File: src/design/nx_bus_pkg.sv
// ====================
// Bus side definitions for the message link. Import this package wherever
// a stride crosses between the serializer and the receiver.
// ====================

package nx_bus_pkg;

    // Width of one stride on the link bus
    localparam int BUS_WIDTH = 8;

    // One bus transfer
    // data carries one byte of the message, lowest byte first
    // last marks the final stride of a message
    typedef struct packed {
        logic [BUS_WIDTH-1:0] data;
        logic                 last;
    } nx_stride_t;

endpackage : nx_bus_pkg

File: src/design/nx_msg_pkg.sv
// ====================
// Message side definitions. Covers the word geometry, the transmit request
// and the serializer state. Import wherever whole message words are handled.
// ====================

package nx_msg_pkg;

    // Width of one message word
    localparam int MSG_WIDTH = 32;

    // Local copy of the bus stride width, kept equal to the bus package
    localparam int MSG_STRIDE_WIDTH = 8;

    // Strides needed to fill a word, rounded up
    localparam int MAX_TICKS = (MSG_WIDTH + MSG_STRIDE_WIDTH - 1) / MSG_STRIDE_WIDTH;

    // One extra bit so the counter can hold MAX_TICKS and beyond
    localparam int TICK_WIDTH = $clog2(MAX_TICKS) + 1;

    // One message word
    typedef logic [MSG_WIDTH-1:0] nx_word_t;

    // Transmit request
    // count is the number of strides to send, zero sends nothing
    typedef struct packed {
        logic [TICK_WIDTH-1:0] count;
        nx_word_t              data;
    } nx_tx_msg_t;

    // Serializer FSM
    typedef enum logic {
        SER_IDLE,
        SER_SEND
    } nx_ser_state_t;

endpackage : nx_msg_pkg

File: src/design/nx_fifo.sv
// ====================
// Show-ahead FIFO for received message words. The head entry is always
// on rd_data_o while empty_o is low; rd_pop_i removes it.
// ====================

`timescale 1ns/1ps

module nx_fifo #(
    parameter int DEPTH = 2
) (
    input  logic                 clk_i,
    input  logic                 arst_n_i,
    input  nx_msg_pkg::nx_word_t wr_data_i,
    input  logic                 wr_push_i,
    output nx_msg_pkg::nx_word_t rd_data_o,
    input  logic                 rd_pop_i,
    output logic                 empty_o,
    output logic                 full_o
);

    import nx_msg_pkg::*;

    // Pointer needs at least one bit even for a single entry
    localparam int PTR_WIDTH = (DEPTH > 1) ? $clog2(DEPTH) : 1;
    localparam int CNT_WIDTH = $clog2(DEPTH + 1);

    // Word storage
    nx_word_t mem [DEPTH];

    logic [PTR_WIDTH-1:0] wr_ptr_q;
    logic [PTR_WIDTH-1:0] rd_ptr_q;
    logic [CNT_WIDTH-1:0] count_q;
    logic                 do_push;
    logic                 do_pop;

    // Ignore push when full and pop when empty
    assign do_push = wr_push_i && !full_o;
    assign do_pop  = rd_pop_i && !empty_o;

    assign empty_o   = (count_q == '0);
    assign full_o    = (count_q == CNT_WIDTH'(DEPTH));
    assign rd_data_o = mem[rd_ptr_q];

    // Write port
    always_ff @(posedge clk_i) begin
        if (do_push) begin
            mem[wr_ptr_q] <= wr_data_i;
        end
    end

    // Pointers wrap at DEPTH, occupancy tracks push minus pop
    always_ff @(posedge clk_i or negedge arst_n_i) begin
        if (!arst_n_i) begin
            wr_ptr_q <= '0;
            rd_ptr_q <= '0;
            count_q  <= '0;
        end else begin
            if (do_push) begin
                wr_ptr_q <= (wr_ptr_q == PTR_WIDTH'(DEPTH - 1)) ? '0 : wr_ptr_q + 1'b1;
            end
            if (do_pop) begin
                rd_ptr_q <= (rd_ptr_q == PTR_WIDTH'(DEPTH - 1)) ? '0 : rd_ptr_q + 1'b1;
            end
            // Simultaneous push and pop leaves the level unchanged
            if (do_push && !do_pop) begin
                count_q <= count_q + 1'b1;
            end else if (do_pop && !do_push) begin
                count_q <= count_q - 1'b1;
            end
        end
    end

endmodule : nx_fifo

File: src/design/nx_serializer.sv
// ====================
// Transmit side of the link. Accepts one message at a time and sends its
// stride count as bus strides, lowest byte first, last flagged.
// ====================

`timescale 1ns/1ps

module nx_serializer (
    input  logic                   clk_i,
    input  logic                   arst_n_i,
    input  nx_msg_pkg::nx_tx_msg_t tx_msg_i,
    input  logic                   tx_valid_i,
    output logic                   tx_ready_o,
    output nx_bus_pkg::nx_stride_t bus_stride_o,
    output logic                   bus_valid_o,
    input  logic                   bus_ready_i
);

    import nx_bus_pkg::*;
    import nx_msg_pkg::*;

    nx_ser_state_t         state_q;
    logic [TICK_WIDTH-1:0] remaining_q;
    nx_word_t              shift_q;
    logic                  tx_take;
    logic                  stride_move;
    logic                  is_last;

    // Only take a new message while idle
    assign tx_ready_o = (state_q == SER_IDLE);
    assign tx_take    = tx_valid_i && tx_ready_o;

    // Stride presented for the whole SER_SEND state
    assign bus_valid_o  = (state_q == SER_SEND);
    assign stride_move  = bus_valid_o && bus_ready_i;
    assign is_last      = (remaining_q == TICK_WIDTH'(1));

    // Low byte of the shifter is always the current stride
    assign bus_stride_o.data = shift_q[BUS_WIDTH-1:0];
    assign bus_stride_o.last = is_last;

    // FSM and stride counter
    always_ff @(posedge clk_i or negedge arst_n_i) begin
        if (!arst_n_i) begin
            state_q     <= SER_IDLE;
            remaining_q <= '0;
        end else begin
            case (state_q)
                SER_IDLE: begin
                    // A zero count is consumed here and never leaves idle
                    if (tx_take && (tx_msg_i.count != '0)) begin
                        remaining_q <= tx_msg_i.count;
                        state_q     <= SER_SEND;
                    end
                end
                SER_SEND: begin
                    // Hold while the receiver stalls
                    if (stride_move) begin
                        remaining_q <= remaining_q - 1'b1;
                        if (is_last) begin
                            state_q <= SER_IDLE;
                        end
                    end
                end
                default: begin
                    state_q <= SER_IDLE;
                end
            endcase
        end
    end

    // Data shifter
    // zero fill means strides past the word width carry zero
    always_ff @(posedge clk_i) begin
        if (tx_take) begin
            shift_q <= tx_msg_i.data;
        end else if (stride_move) begin
            shift_q <= shift_q >> BUS_WIDTH;
        end
    end

endmodule : nx_serializer

File: src/design/nx_receiver.sv
// ====================
// Receive side of the link. Collects strides into a word aligned to the
// LSB, drops messages longer than one word, pushes the rest to the FIFO.
// ====================

`timescale 1ns/1ps

module nx_receiver (
    input  logic                   clk_i,
    input  logic                   arst_n_i,
    input  nx_bus_pkg::nx_stride_t bus_stride_i,
    input  logic                   bus_valid_i,
    output logic                   bus_ready_o,
    input  logic                   fifo_full_i,
    output logic                   push_o,
    output nx_msg_pkg::nx_word_t   push_data_o
);

    import nx_bus_pkg::*;
    import nx_msg_pkg::*;

    nx_word_t              accum_q, accum_d;
    logic [TICK_WIDTH-1:0] ticks_q, ticks_d;
    logic [TICK_WIDTH-1:0] pad;
    logic                  overflow_q, overflow_d;
    logic                  complete_q, complete_d;
    logic                  stride_move;

    // Stall the bus whenever the FIFO has no room
    assign bus_ready_o = !fifo_full_i;
    assign stride_move = bus_valid_i && bus_ready_o;

    // Overflowed messages complete but never push
    assign push_o      = complete_q && !overflow_q;
    assign push_data_o = accum_q;

    always_comb begin
        accum_d    = accum_q;
        ticks_d    = ticks_q;
        overflow_d = overflow_q;
        complete_d = 1'b0;
        pad        = '0;

        // One cycle after completion, start a fresh message
        if (complete_q) begin
            ticks_d    = '0;
            overflow_d = 1'b0;
        end

        if (stride_move) begin
            // Counter already full means this stride does not fit
            if (ticks_d >= TICK_WIDTH'(MAX_TICKS)) begin
                overflow_d = 1'b1;
            end else begin
                ticks_d = ticks_d + 1'b1;
            end

            // New byte enters at the top
            accum_d = {bus_stride_i.data, accum_d[MSG_WIDTH-1:BUS_WIDTH]};

            if (bus_stride_i.last) begin
                // Move a short message down to bit zero, zeros above it
                pad        = TICK_WIDTH'(MAX_TICKS) - ticks_d;
                accum_d    = accum_d >> (BUS_WIDTH * int'(pad));
                complete_d = 1'b1;
            end
        end
    end

    // Control state
    always_ff @(posedge clk_i or negedge arst_n_i) begin
        if (!arst_n_i) begin
            ticks_q    <= '0;
            overflow_q <= 1'b0;
            complete_q <= 1'b0;
        end else begin
            ticks_q    <= ticks_d;
            overflow_q <= overflow_d;
            complete_q <= complete_d;
        end
    end

    // Accumulator
    always_ff @(posedge clk_i) begin
        accum_q <= accum_d;
    end

endmodule : nx_receiver

File: src/design/nx_link_top.sv
// ====================
// Top of the message link. Serializer feeds the receiver over the 8-bit
// bus, the receiver fills a two entry FIFO read by the sink.
// ====================

`timescale 1ns/1ps

module nx_link_top (
    input  logic                   clk_i,
    input  logic                   arst_n_i,
    input  nx_msg_pkg::nx_tx_msg_t tx_msg_i,
    input  logic                   tx_valid_i,
    output logic                   tx_ready_o,
    output nx_msg_pkg::nx_word_t   rx_data_o,
    output logic                   rx_valid_o,
    input  logic                   rx_ready_i
);

    import nx_bus_pkg::*;
    import nx_msg_pkg::*;

    // Internal bus
    nx_stride_t bus_stride;
    logic       bus_valid;
    logic       bus_ready;

    // Receiver to FIFO
    nx_word_t push_data;
    logic     push;
    logic     fifo_full;
    logic     fifo_empty;

    assign rx_valid_o = !fifo_empty;

    nx_serializer u_serializer (
        .clk_i        (clk_i),
        .arst_n_i     (arst_n_i),
        .tx_msg_i     (tx_msg_i),
        .tx_valid_i   (tx_valid_i),
        .tx_ready_o   (tx_ready_o),
        .bus_stride_o (bus_stride),
        .bus_valid_o  (bus_valid),
        .bus_ready_i  (bus_ready)
    );

    nx_receiver u_receiver (
        .clk_i        (clk_i),
        .arst_n_i     (arst_n_i),
        .bus_stride_i (bus_stride),
        .bus_valid_i  (bus_valid),
        .bus_ready_o  (bus_ready),
        .fifo_full_i  (fifo_full),
        .push_o       (push),
        .push_data_o  (push_data)
    );

    // Pop on the sink handshake
    nx_fifo #(
        .DEPTH (2)
    ) u_fifo (
        .clk_i     (clk_i),
        .arst_n_i  (arst_n_i),
        .wr_data_i (push_data),
        .wr_push_i (push),
        .rd_data_o (rx_data_o),
        .rd_pop_i  (rx_valid_o && rx_ready_i),
        .empty_o   (fifo_empty),
        .full_o    (fifo_full)
    );

endmodule : nx_link_top

File: config.mk
export PLATFORM = sky130hd
export DESIGN_NAME = nx_link_top
export DESIGN_NICKNAME = d
export VERILOG_FILES = /design/src/design/nx_bus_pkg.sv /design/src/design/nx_msg_pkg.sv /design/src/design/nx_fifo.sv /design/src/design/nx_serializer.sv /design/src/design/nx_receiver.sv /design/src/design/nx_link_top.sv
export SDC_FILE = /design/constraint.sdc
export NUM_CORES = 1
export LEC_CHECK = 0
export BUFFER_PORTS_ARGS = -buffer_cell sky130_fd_sc_hd__buf_2
export CAP_MARGIN = 15
export CORE_AREA = 2 2 105 183
export CTS_CLUSTER_SIZE = 25
export DETAILED_ROUTE_END_ITERATION = 7
export DIE_AREA = 0 0 107 185
export PLACE_DENSITY = 0.57
export SYNTH_ARGS = -nofsm -noshare
export SYNTH_HDL_FRONTEND = slang
export SYNTH_SLANG_ARGS = --single-unit
File: constraint.sdc
create_clock -name clk_i -period 3.3 [get_ports clk_i]
set_clock_uncertainty 0.05 [all_clocks]
set_input_delay 0.66 -clock clk_i [delete_from_list [all_inputs] [get_ports clk_i]]
set_output_delay 0.66 -clock clk_i [all_outputs]
set_load 0.005 [all_outputs]
==> results of run 1 <==
## layer usage
metal	vias to the layer above	GRT usage
li1	1811	-
met1	1856	0.143
met2	125	0.258
met3	46	0.0366
met4	0	0.126
met5	-	0
## cells in the final DEF (no fill, tap or decap), types with 4 or more instances in the layout
master and instances:
nand2b_1 10, clkbuf_16 17, a31o_2 9, o21ai_0 4, edfxtp_1 128, and2_1 17, nand2_1 18, mux2_2 57
nor2_1 4, clkinv_4 5, buf_2 72, nand3_1 27, dfrtp_1 13, inv_1 8, a21oi_1 28, ha_1 4
a22o_1 8, buf_4 14, xnor2_1 4, o31ai_1 16, o22ai_1 8, a21o_1 8, nand3b_1 10
## final timing paths
kind                                           start                          to  slack [ps]
setup / recovery               u_receiver.ticks_q[1]  u_receiver.push_data_o[23]         580
hold / removal                              arst_n_i       u_receiver.overflow_q          80
setup reg to reg               u_receiver.ticks_q[1]  u_receiver.push_data_o[23]         580
hold reg to reg            u_receiver.push_data_o[4]            u_fifo.mem[1][4]         400
max in group asynchronous                   arst_n_i       u_receiver.ticks_q[2]        2870
min in group clk_i         u_receiver.push_data_o[4]            u_fifo.mem[1][4]         400
## state kept, by name, indices dropped and copies added (netlist names)
name and count:
u_serializer.remaining_q 3, u_receiver.complete_q 1, u_receiver.overflow_q 1, u_fifo.rd_ptr_q 1, u_fifo.count_q 2, u_fifo.mem 64
u_receiver.ticks_q 3, u_fifo.wr_ptr_q 1, u_receiver.push_data_o 32, u_serializer.bus_valid_o 1, u_serializer.shift_q 32
## area by class of cell
type | instances | area [um2]
tap | 238 | 298
clock inverter | 15 | 188
inverter | 9 | 33.8
clock buffer | 17 | 425
sequential | 141 | 4170
multi-input combinational | 256 | 1940
timing repair buffer | 86 | 465
fill | 1715 | 10900
## cells by family after synthesis
logic type | after synthesis | share of synthesized area
DFF | 141 | 0.664
buffers and inverters | 36 | 0.0275
xor gates and xnor gates | 7 | 0.0110
muxes | 59 | 0.105
and+or+nand+nor | 99 | 0.0873
AOI/OAI and AO/OA | 87 | 0.0967
adders and majority gates | 4 | 0.00797
## power by group
part           total (mW)  internal (mW)  switching (mW)
Clock                1.97           1.20           0.770
Sequential           3.48           2.91           0.571
Combinational        2.57           1.13            1.44
## worst reg2reg max path: stages (launching register included)
cell,delay [ps]
dfrtp_1,600
or3b_1,630
a211oi_4,580
or2_1,490
a22o_1,240
## stage by stage
| step | cells | util | power [mW] |
|---|---|---|---|
| 2_1_floorplan | 433 | - | 5.16 |
| 3_3_place_gp | 730 | 0.375 | 6.04 |
| 3_5_place_dp | 730 | 0.375 | 6.11 |
| 4_1_cts | 762 | 0.408 | 8.11 |
| 5_1_grt | 762 | 0.408 | 8.49 |
| 6_report | 762 | 0.408 | 8.02 |
==> results.ini, run 1 <==
[worst_setup_path]
path_class = flop to flop
crit_slowest_cell = or3b_1
cp_top_family = simple AND/OR/NAND/NOR gates
path_cells = or3b_1 -> a211oi_4 -> or2_1 -> a22o_1
r2r_cells = 4
cp.depth = 4
cp.required_ps = 3530
path_buf_inv = 0
endpoint_kind = flop
cp_max_fo = 20
cp-start-kind = flop
slowest_delay_ps = 630
worstPathArrival_ps = 2950

[sta]
fmax_ghz = 0.367
tightestPinTransition_ps = 785
fin_crit_sh = 0.825
slew_headroom = 0.474
setup_slack_ps = 578
finalHoldViolations = 0
setup_tns_ps = 0
finalHoldWorstSlack_ps = 78.3
min_period_ps = 2720
setup_viol = 0
maxSlewViolCount = 0
grt_setup_unrepaired = no

[synthesis]
synth_edf_count = 128
yosysWarnings = 0
synth-async-reset-ratio = 0.0922
netlist.area_leader.share = 0.612
synth_top_area_cell = edfxtp_1
yosysMostFrequentCell = edfxtp_1
syn_nets = 476
synth_area_per_cell_um2 = 14.5
synth_seq_cells = 141
ys.flop_type = edfxtp_1
synth.distinct_cells = 41
synth_commonest_cells = edfxtp_1 (128), mux2_2 (57), a21oi_1 (28)
synth.area.top_cells = edfxtp_1 (61%), mux2_2 (10%), dfrtp_1 (5.2%), a21oi_1 (2.2%), nand3_1 (2.2%)
syn_area_um2 = 6280
synth_cells = 433
yosysSeqAreaShare = 0.664

[layout]
design_area_um2 = 7520
areaGrowthSynthToFinish_pct = 19.8
fin_nets = 554
insertedDiodeCount = 0
drive_gt1_frac = 0.365

[detailed_routing]
vias = 3838
route.antenna.remaining_nets = 0
wl_met3_um = 573
wl_met1_um = 4960
drtIter0Drc = 266
viasPerCell = 5.04
wl_per_cell_um = 18.2
wl_um = 13900
met2WireLength_um = 7280
routed.top_layer = met4
firstDrtPassIters = 6
drc_errors = 0

[cts]
root_buffer = clkbuf_16
hold_buffers = 0
clock-sinks = 141
cts.path.max_buffers = 2
cts.clk_slew.worst_paths_ps = 70
cts_buffers = 17
cts_setup_buffers = 0
cts_htree_levels = 4
post_cts_resized = 0
cts_tree = built
clk_latency_ps = 420

[die]
chipWidth_um = 107
placementRows = 66
top_level_ports = 73
dieArea_um2 = 19800
initial_core_util = 0.341
core_um2 = 18400
fp.dieH_um = 185

[power]
leakage_nw = 2.75
worst_ir_drop_vdd_mv = 0.601
power-per-cell-area_nw_per_um2 = 1070

[global_route]
grt.total_usage = 0.147
grt_pass1_wl_um = 21600
gr-total-overflow = 0
grt_pass1_vias = 4039
antenna_found_initial = 0
grt_max_degree = 36

[hold_path]
hold_class = input port to asynchronous set/reset pin

[placed_design]
dpl_worst_slack_ps = 621
io_buffers = 72
finalWeightedCongestion = 0.936
dpl.hpwl_um = 9780
detailed_place.area_um2 = 6910

[job]
maxCapViolations = 0

[outcome]
status = complete, no violations

Note: power is estimated with default switching activity, not from simulation.
==> run 2: changes to the inputs <==
- clock period: 3.3 -> 2.8 ns (I/O delays scaled with it)
==> run 2 against run 1 <==
- utilization increased by 0.20 points
- critical path depth shrank 1
- critical path type is now flop to output pin
- largest power group unchanged
- die area unchanged
- global-route usage rose by 0.47 points
==> results.ini, run 2 (same netlist as run 1, synthesis figures left out) <==
[outcome]
status = complete, no violations

[placed_design]
io_buffers = 72
dpl_worst_slack_ps = 511
dpl.hpwl_um = 9830
finalWeightedCongestion = 0.888
detailed_place.area_um2 = 6950

[worst_setup_path]
cp.depth = 3
slowest_delay_ps = 400
cp.required_ps = 2190
cp_max_fo = 32
crit_start = u_fifo.rd_ptr_q
cp-start-kind = flop
worstPathArrival_ps = 1710
cp_top_family = buffers and inverters
r2r-end = u_receiver.push_data_o[23]
path_buf_inv = 2
endpoint_kind = output pin
regToRegSetupSlack_ps = 490
path_class = flop to output pin
crit_slowest_cell = mux2_2
path_cells = buf_4 -> mux2_2 -> buf_2
r2r_cells = 4
r2r-start = u_receiver.ticks_q[1]

[die]
dieArea_um2 = 19800
chipWidth_um = 107
placementRows = 66
core_um2 = 18400
top_level_ports = 73
initial_core_util = 0.341
fp.dieH_um = 185

[detailed_routing]
drc_errors = 0
wl_per_cell_um = 18.3
vias = 3857
viasPerCell = 5.02
wl_um = 14000
route.antenna.remaining_nets = 0
firstDrtPassIters = 4
drtIter0Drc = 211

[power]
power-per-cell-area_nw_per_um2 = 1250
worst_ir_drop_vdd_mv = 0.549
leakage_nw = 2.78

[cts]
cts_htree_levels = 4
clock-sinks = 141
root_buffer = clkbuf_16
cts_tree = built
clk_latency_ps = 430
cts_buffers = 17
cts.path.max_buffers = 2
cts.clk_slew.worst_paths_ps = 70

[layout]
final_common_cell = edfxtp_1
drive_gt1_frac = 0.373
insertedDiodeCount = 0
areaGrowthSynthToFinish_pct = 20.4
registers.top_by_ff_count = u_fifo.mem
design_area_um2 = 7560
layout_common_cells = edfxtp_1 (128), buf_2 (72), mux2_2 (57)
fin_nets = 561
largest_reg_flops = 64

[global_route]
grt_pass1_vias = 4082
gr-total-overflow = 0
grt_pass1_wl_um = 22300
antenna_found_initial = 0
grt_max_degree = 36
grt.total_usage = 0.152

[hold_path]
whs_endpoint = u_serializer.shift_q[28]
whs_path_depth = 2
hold_class = input port to flop
hp-start = tx_msg_i[28]

[job]
maxCapViolations = 0

[sta]
finalHoldViolations = 0
fin_crit_sh = 0.827
setup_slack_ps = 483
maxSlewViolCount = 0
grt_setup_unrepaired = no
slew_headroom = 0.474
setup_tns_ps = 0
setup_viol = 0
tightestPinTransition_ps = 785
min_period_ps = 2320
fmax_ghz = 0.432

[run 2: metrics by stage]
step / power, mW / hold WS, ps / instances / util
2_1_floorplan: 6.08 / 214 / 433 / -
3_3_place_gp: 7.17 / 380 / 736 / 0.377
3_5_place_dp: 7.26 / 387 / 736 / 0.377
4_1_cts: 9.55 / 333 / 769 / 0.410
5_1_grt: 10.0 / 336 / 769 / 0.410
6_report: 9.44 / 356 / 769 / 0.410
[run 2: cell type report]
type	instances	area [um2]
timing repair buffer	93	520
fill	1725	10900
clock buffer	17	425
multi-input combinational	256	1940
tap	238	298
sequential	141	4170
inverter	9	33.8
clock inverter	15	170
[run 2: worst max-delay path by stage]
stage	endpoint	slack (ps)
floorplan	u_fifo.mem[1][0]	400
global placement	u_receiver.push_data_o[22]	600
detailed placement	u_receiver.push_data_o[23]	510
CTS	rx_data_o[1]	430
global route	u_receiver.push_data_o[23]	310
finish	rx_data_o[1]	480
[run 2: what timing repair did]
action | 4_1_cts | 5_1_grt
gates resized for setup | 0 | 0
hold buffers | 1 | 0
buffers inserted | 0 | 0
hold endpoints to repair | 13 | 0
[run 2: routing by layer]
layer	up-vias	part of all wire	global-route usage	routed length [um]
met5	-	0	0	0
met4	0	0.051	0.105	714
met3	38	0.041	0.0341	577
met2	120	0.54	0.271	7620
met1	1869	0.37	0.156	5140
li1	1830	-	-	-
[run 2: power breakdown]
group	total, mW	switching, mW	internal [mW]
clock network	2.25	0.981	1.27
logic	3.06	1.69	1.38
registers	4.13	0.701	3.42
total	9.44	3.37	6.07
==> run 3: changes to the inputs <==
- PLACE_DENSITY: 0.57 -> 0.58
- clock period: 2.8 -> 2 ns (I/O delays scaled with it)
==> run 3 against run 2 <==
- the run now ends with setup timing left
- register-to-register slack worse by 530 ps
- critical endpoint is now u_receiver.push_data_o[4]
- non-clock buffer count is 10 higher
- sequential power is 38% higher
- die area stayed put
- via count is 1.7% higher
- wire length is 3.8% lower
- combinational power is 57% higher
- power is 46% higher
- flip-flop and latch count stayed put
- largest power group unchanged
- cell area is 3.3% higher
- sequential share of layout area is 1.7 points lower
==> results.ini, run 3 (same netlist as run 1, synthesis figures left out) <==
[worst_setup_path]
slowest_delay_ps = 710
regToRegSetupSlack_ps = -40
r2r-start = u_receiver.ticks_q[1]
r2r_cells = 4
endpoint_kind = flop
path_class = flop to flop
cp-start-kind = flop
cp.required_ps = 2110
crit_slowest_cell = nor4b_1
path_cells = nor4b_1 -> a31oi_2 -> o22ai_1 -> o31ai_2
path_buf_inv = 0
r2r-end = u_receiver.push_data_o[4]
cp_max_fo = 8
worstPathArrival_ps = 2160
cp_top_family = simple AND/OR/NAND/NOR gates

[layout]
final_common_cell = edfxtp_1
registers.top_by_ff_count = u_fifo.mem
largest_reg_flops = 64
insertedDiodeCount = 0
instances_no_fill = 779
areaGrowthSynthToFinish_pct = 24.4
fin_nets = 571
drive_gt1_frac = 0.418
layout_common_cells = edfxtp_1 (128), buf_2 (72), mux2_2 (56)

[job]
maxCapViolations = 0

[sta]
setup_slack_ps = -42.0
setup_viol = 9
finalHoldViolations = 0
setup_tns_ps = -200
tightestPinTransition_ps = 754
min_period_ps = 2040
maxSlewViolCount = 0
slew_headroom = 0.490
grt_setup_unrepaired = yes
fin_crit_sh = 1.02
fmax_ghz = 0.490

[power]
power_mw = 13.8
leakage_nw = 2.86
power-per-cell-area_nw_per_um2 = 1760
worst_ir_drop_vdd_mv = 0.929

[detailed_routing]
firstDrtPassIters = 4
drtIter0Drc = 165
vias = 3921
wl_um = 13500
route.antenna.remaining_nets = 0
wl_per_cell_um = 17.3
drc_errors = 0
viasPerCell = 5.03

[global_route]
grt_most_used_layer = met2
gr-total-overflow = 0
grt_pass1_vias = 4043
use_met3 = 0.0341
antenna_found_initial = 0
grt_pass1_wl_um = 21100
grt_util_met2 = 0.259
grt.total_usage = 0.142
grt_max_degree = 36
grtUsageMet1 = 0.141

[cts]
cts_buffers = 17
clk_latency_ps = 420
cts.clk_slew.worst_paths_ps = 60
cts_tree = built
cts_htree_levels = 4
root_buffer = clkbuf_16
clock-sinks = 141
cts.path.max_buffers = 2

[outcome]
status = finished, violations left
failed_checks = setup timing

[die]
top_level_ports = 73
initial_core_util = 0.341
dieArea_um2 = 19800
chipWidth_um = 107
core_um2 = 18400
placementRows = 66
fp.dieH_um = 185

[hold_path]
whs_endpoint = u_serializer.shift_q[27]
whs_path_depth = 2
hold_class = input port to flop
hp-start = tx_msg_i[27]

[placed_design]
dp_cells = 744
finalWeightedCongestion = 0.894
io_buffers = 72
dpl.hpwl_um = 9470

-- run 3: layer usage --
layer / vias up / wire length, um / share of wire
li1: 1850 / - / -
met1: 1910 / 4860 / 0.36
met2: 120 / 7450 / 0.55
met3: 41 / 610 / 0.045
met4: 0 / 584 / 0.043
met5: - / 0 / 0
-- run 3: cell type report --
class	instances	area, um2
Multi-Input combinational cell	256	2040
Sequential cell	141	4170
Tap cell	238	298
Fill cell	1681	10600
Clock buffer	17	425
Timing Repair Buffer	103	649
Clock inverter	15	188
Inverter	9	37.5
-- run 3: metrics by stage --
step / area [um2] / hold WS (ps) / util / setup WS (ps)
final: 7810 / 201 / 0.424 / -42.0
after floorplan: 6370 / 54.4 / - / -110
after detailed placement: 7130 / 256 / 0.387 / -53.2
after global placement: 7130 / 252 / 0.387 / 72.5
after global routing: 7810 / 192 / 0.424 / -116
after CTS: 7760 / 182 / 0.422 / -2.82
-- run 3: worst max-delay path by stage --
stage,start,to,depth (start not counted),slack (ps)
final,u_receiver.ticks_q[1],u_receiver.push_data_o[4],4,-40
after global routing,u_receiver.ticks_q[1],u_receiver.push_data_o[7],4,-120
after CTS,u_receiver.complete_q,u_receiver.push_data_o[0],5,-3
after detailed placement,u_receiver.ticks_q[2],u_receiver.push_data_o[0],5,-50
after global placement,u_receiver.ticks_q[2],u_receiver.push_data_o[5],5,70
after floorplan,u_receiver.ticks_q[0],u_receiver.push_data_o[22],8,-110
-- run 3: power breakdown --
| part | switching (mW) | internal [mW] | total [mW] |
|---|---|---|---|
| registers | 0.914 | 4.80 | 5.72 |
| logic | 2.54 | 2.25 | 4.79 |
| clock network | 1.26 | 1.98 | 3.24 |
| total | 4.71 | 9.04 | 13.8 |
-- run 3: what timing repair did --
action | in CTS | in global routing
buffers inserted | 0 | 2
endpoints found under the hold margin | 13 | 0
resized for setup | 5 | 8
pin swaps | 0 | 2
hold buffers | 1 | 0
endpoints found under the setup margin | 5 | 46
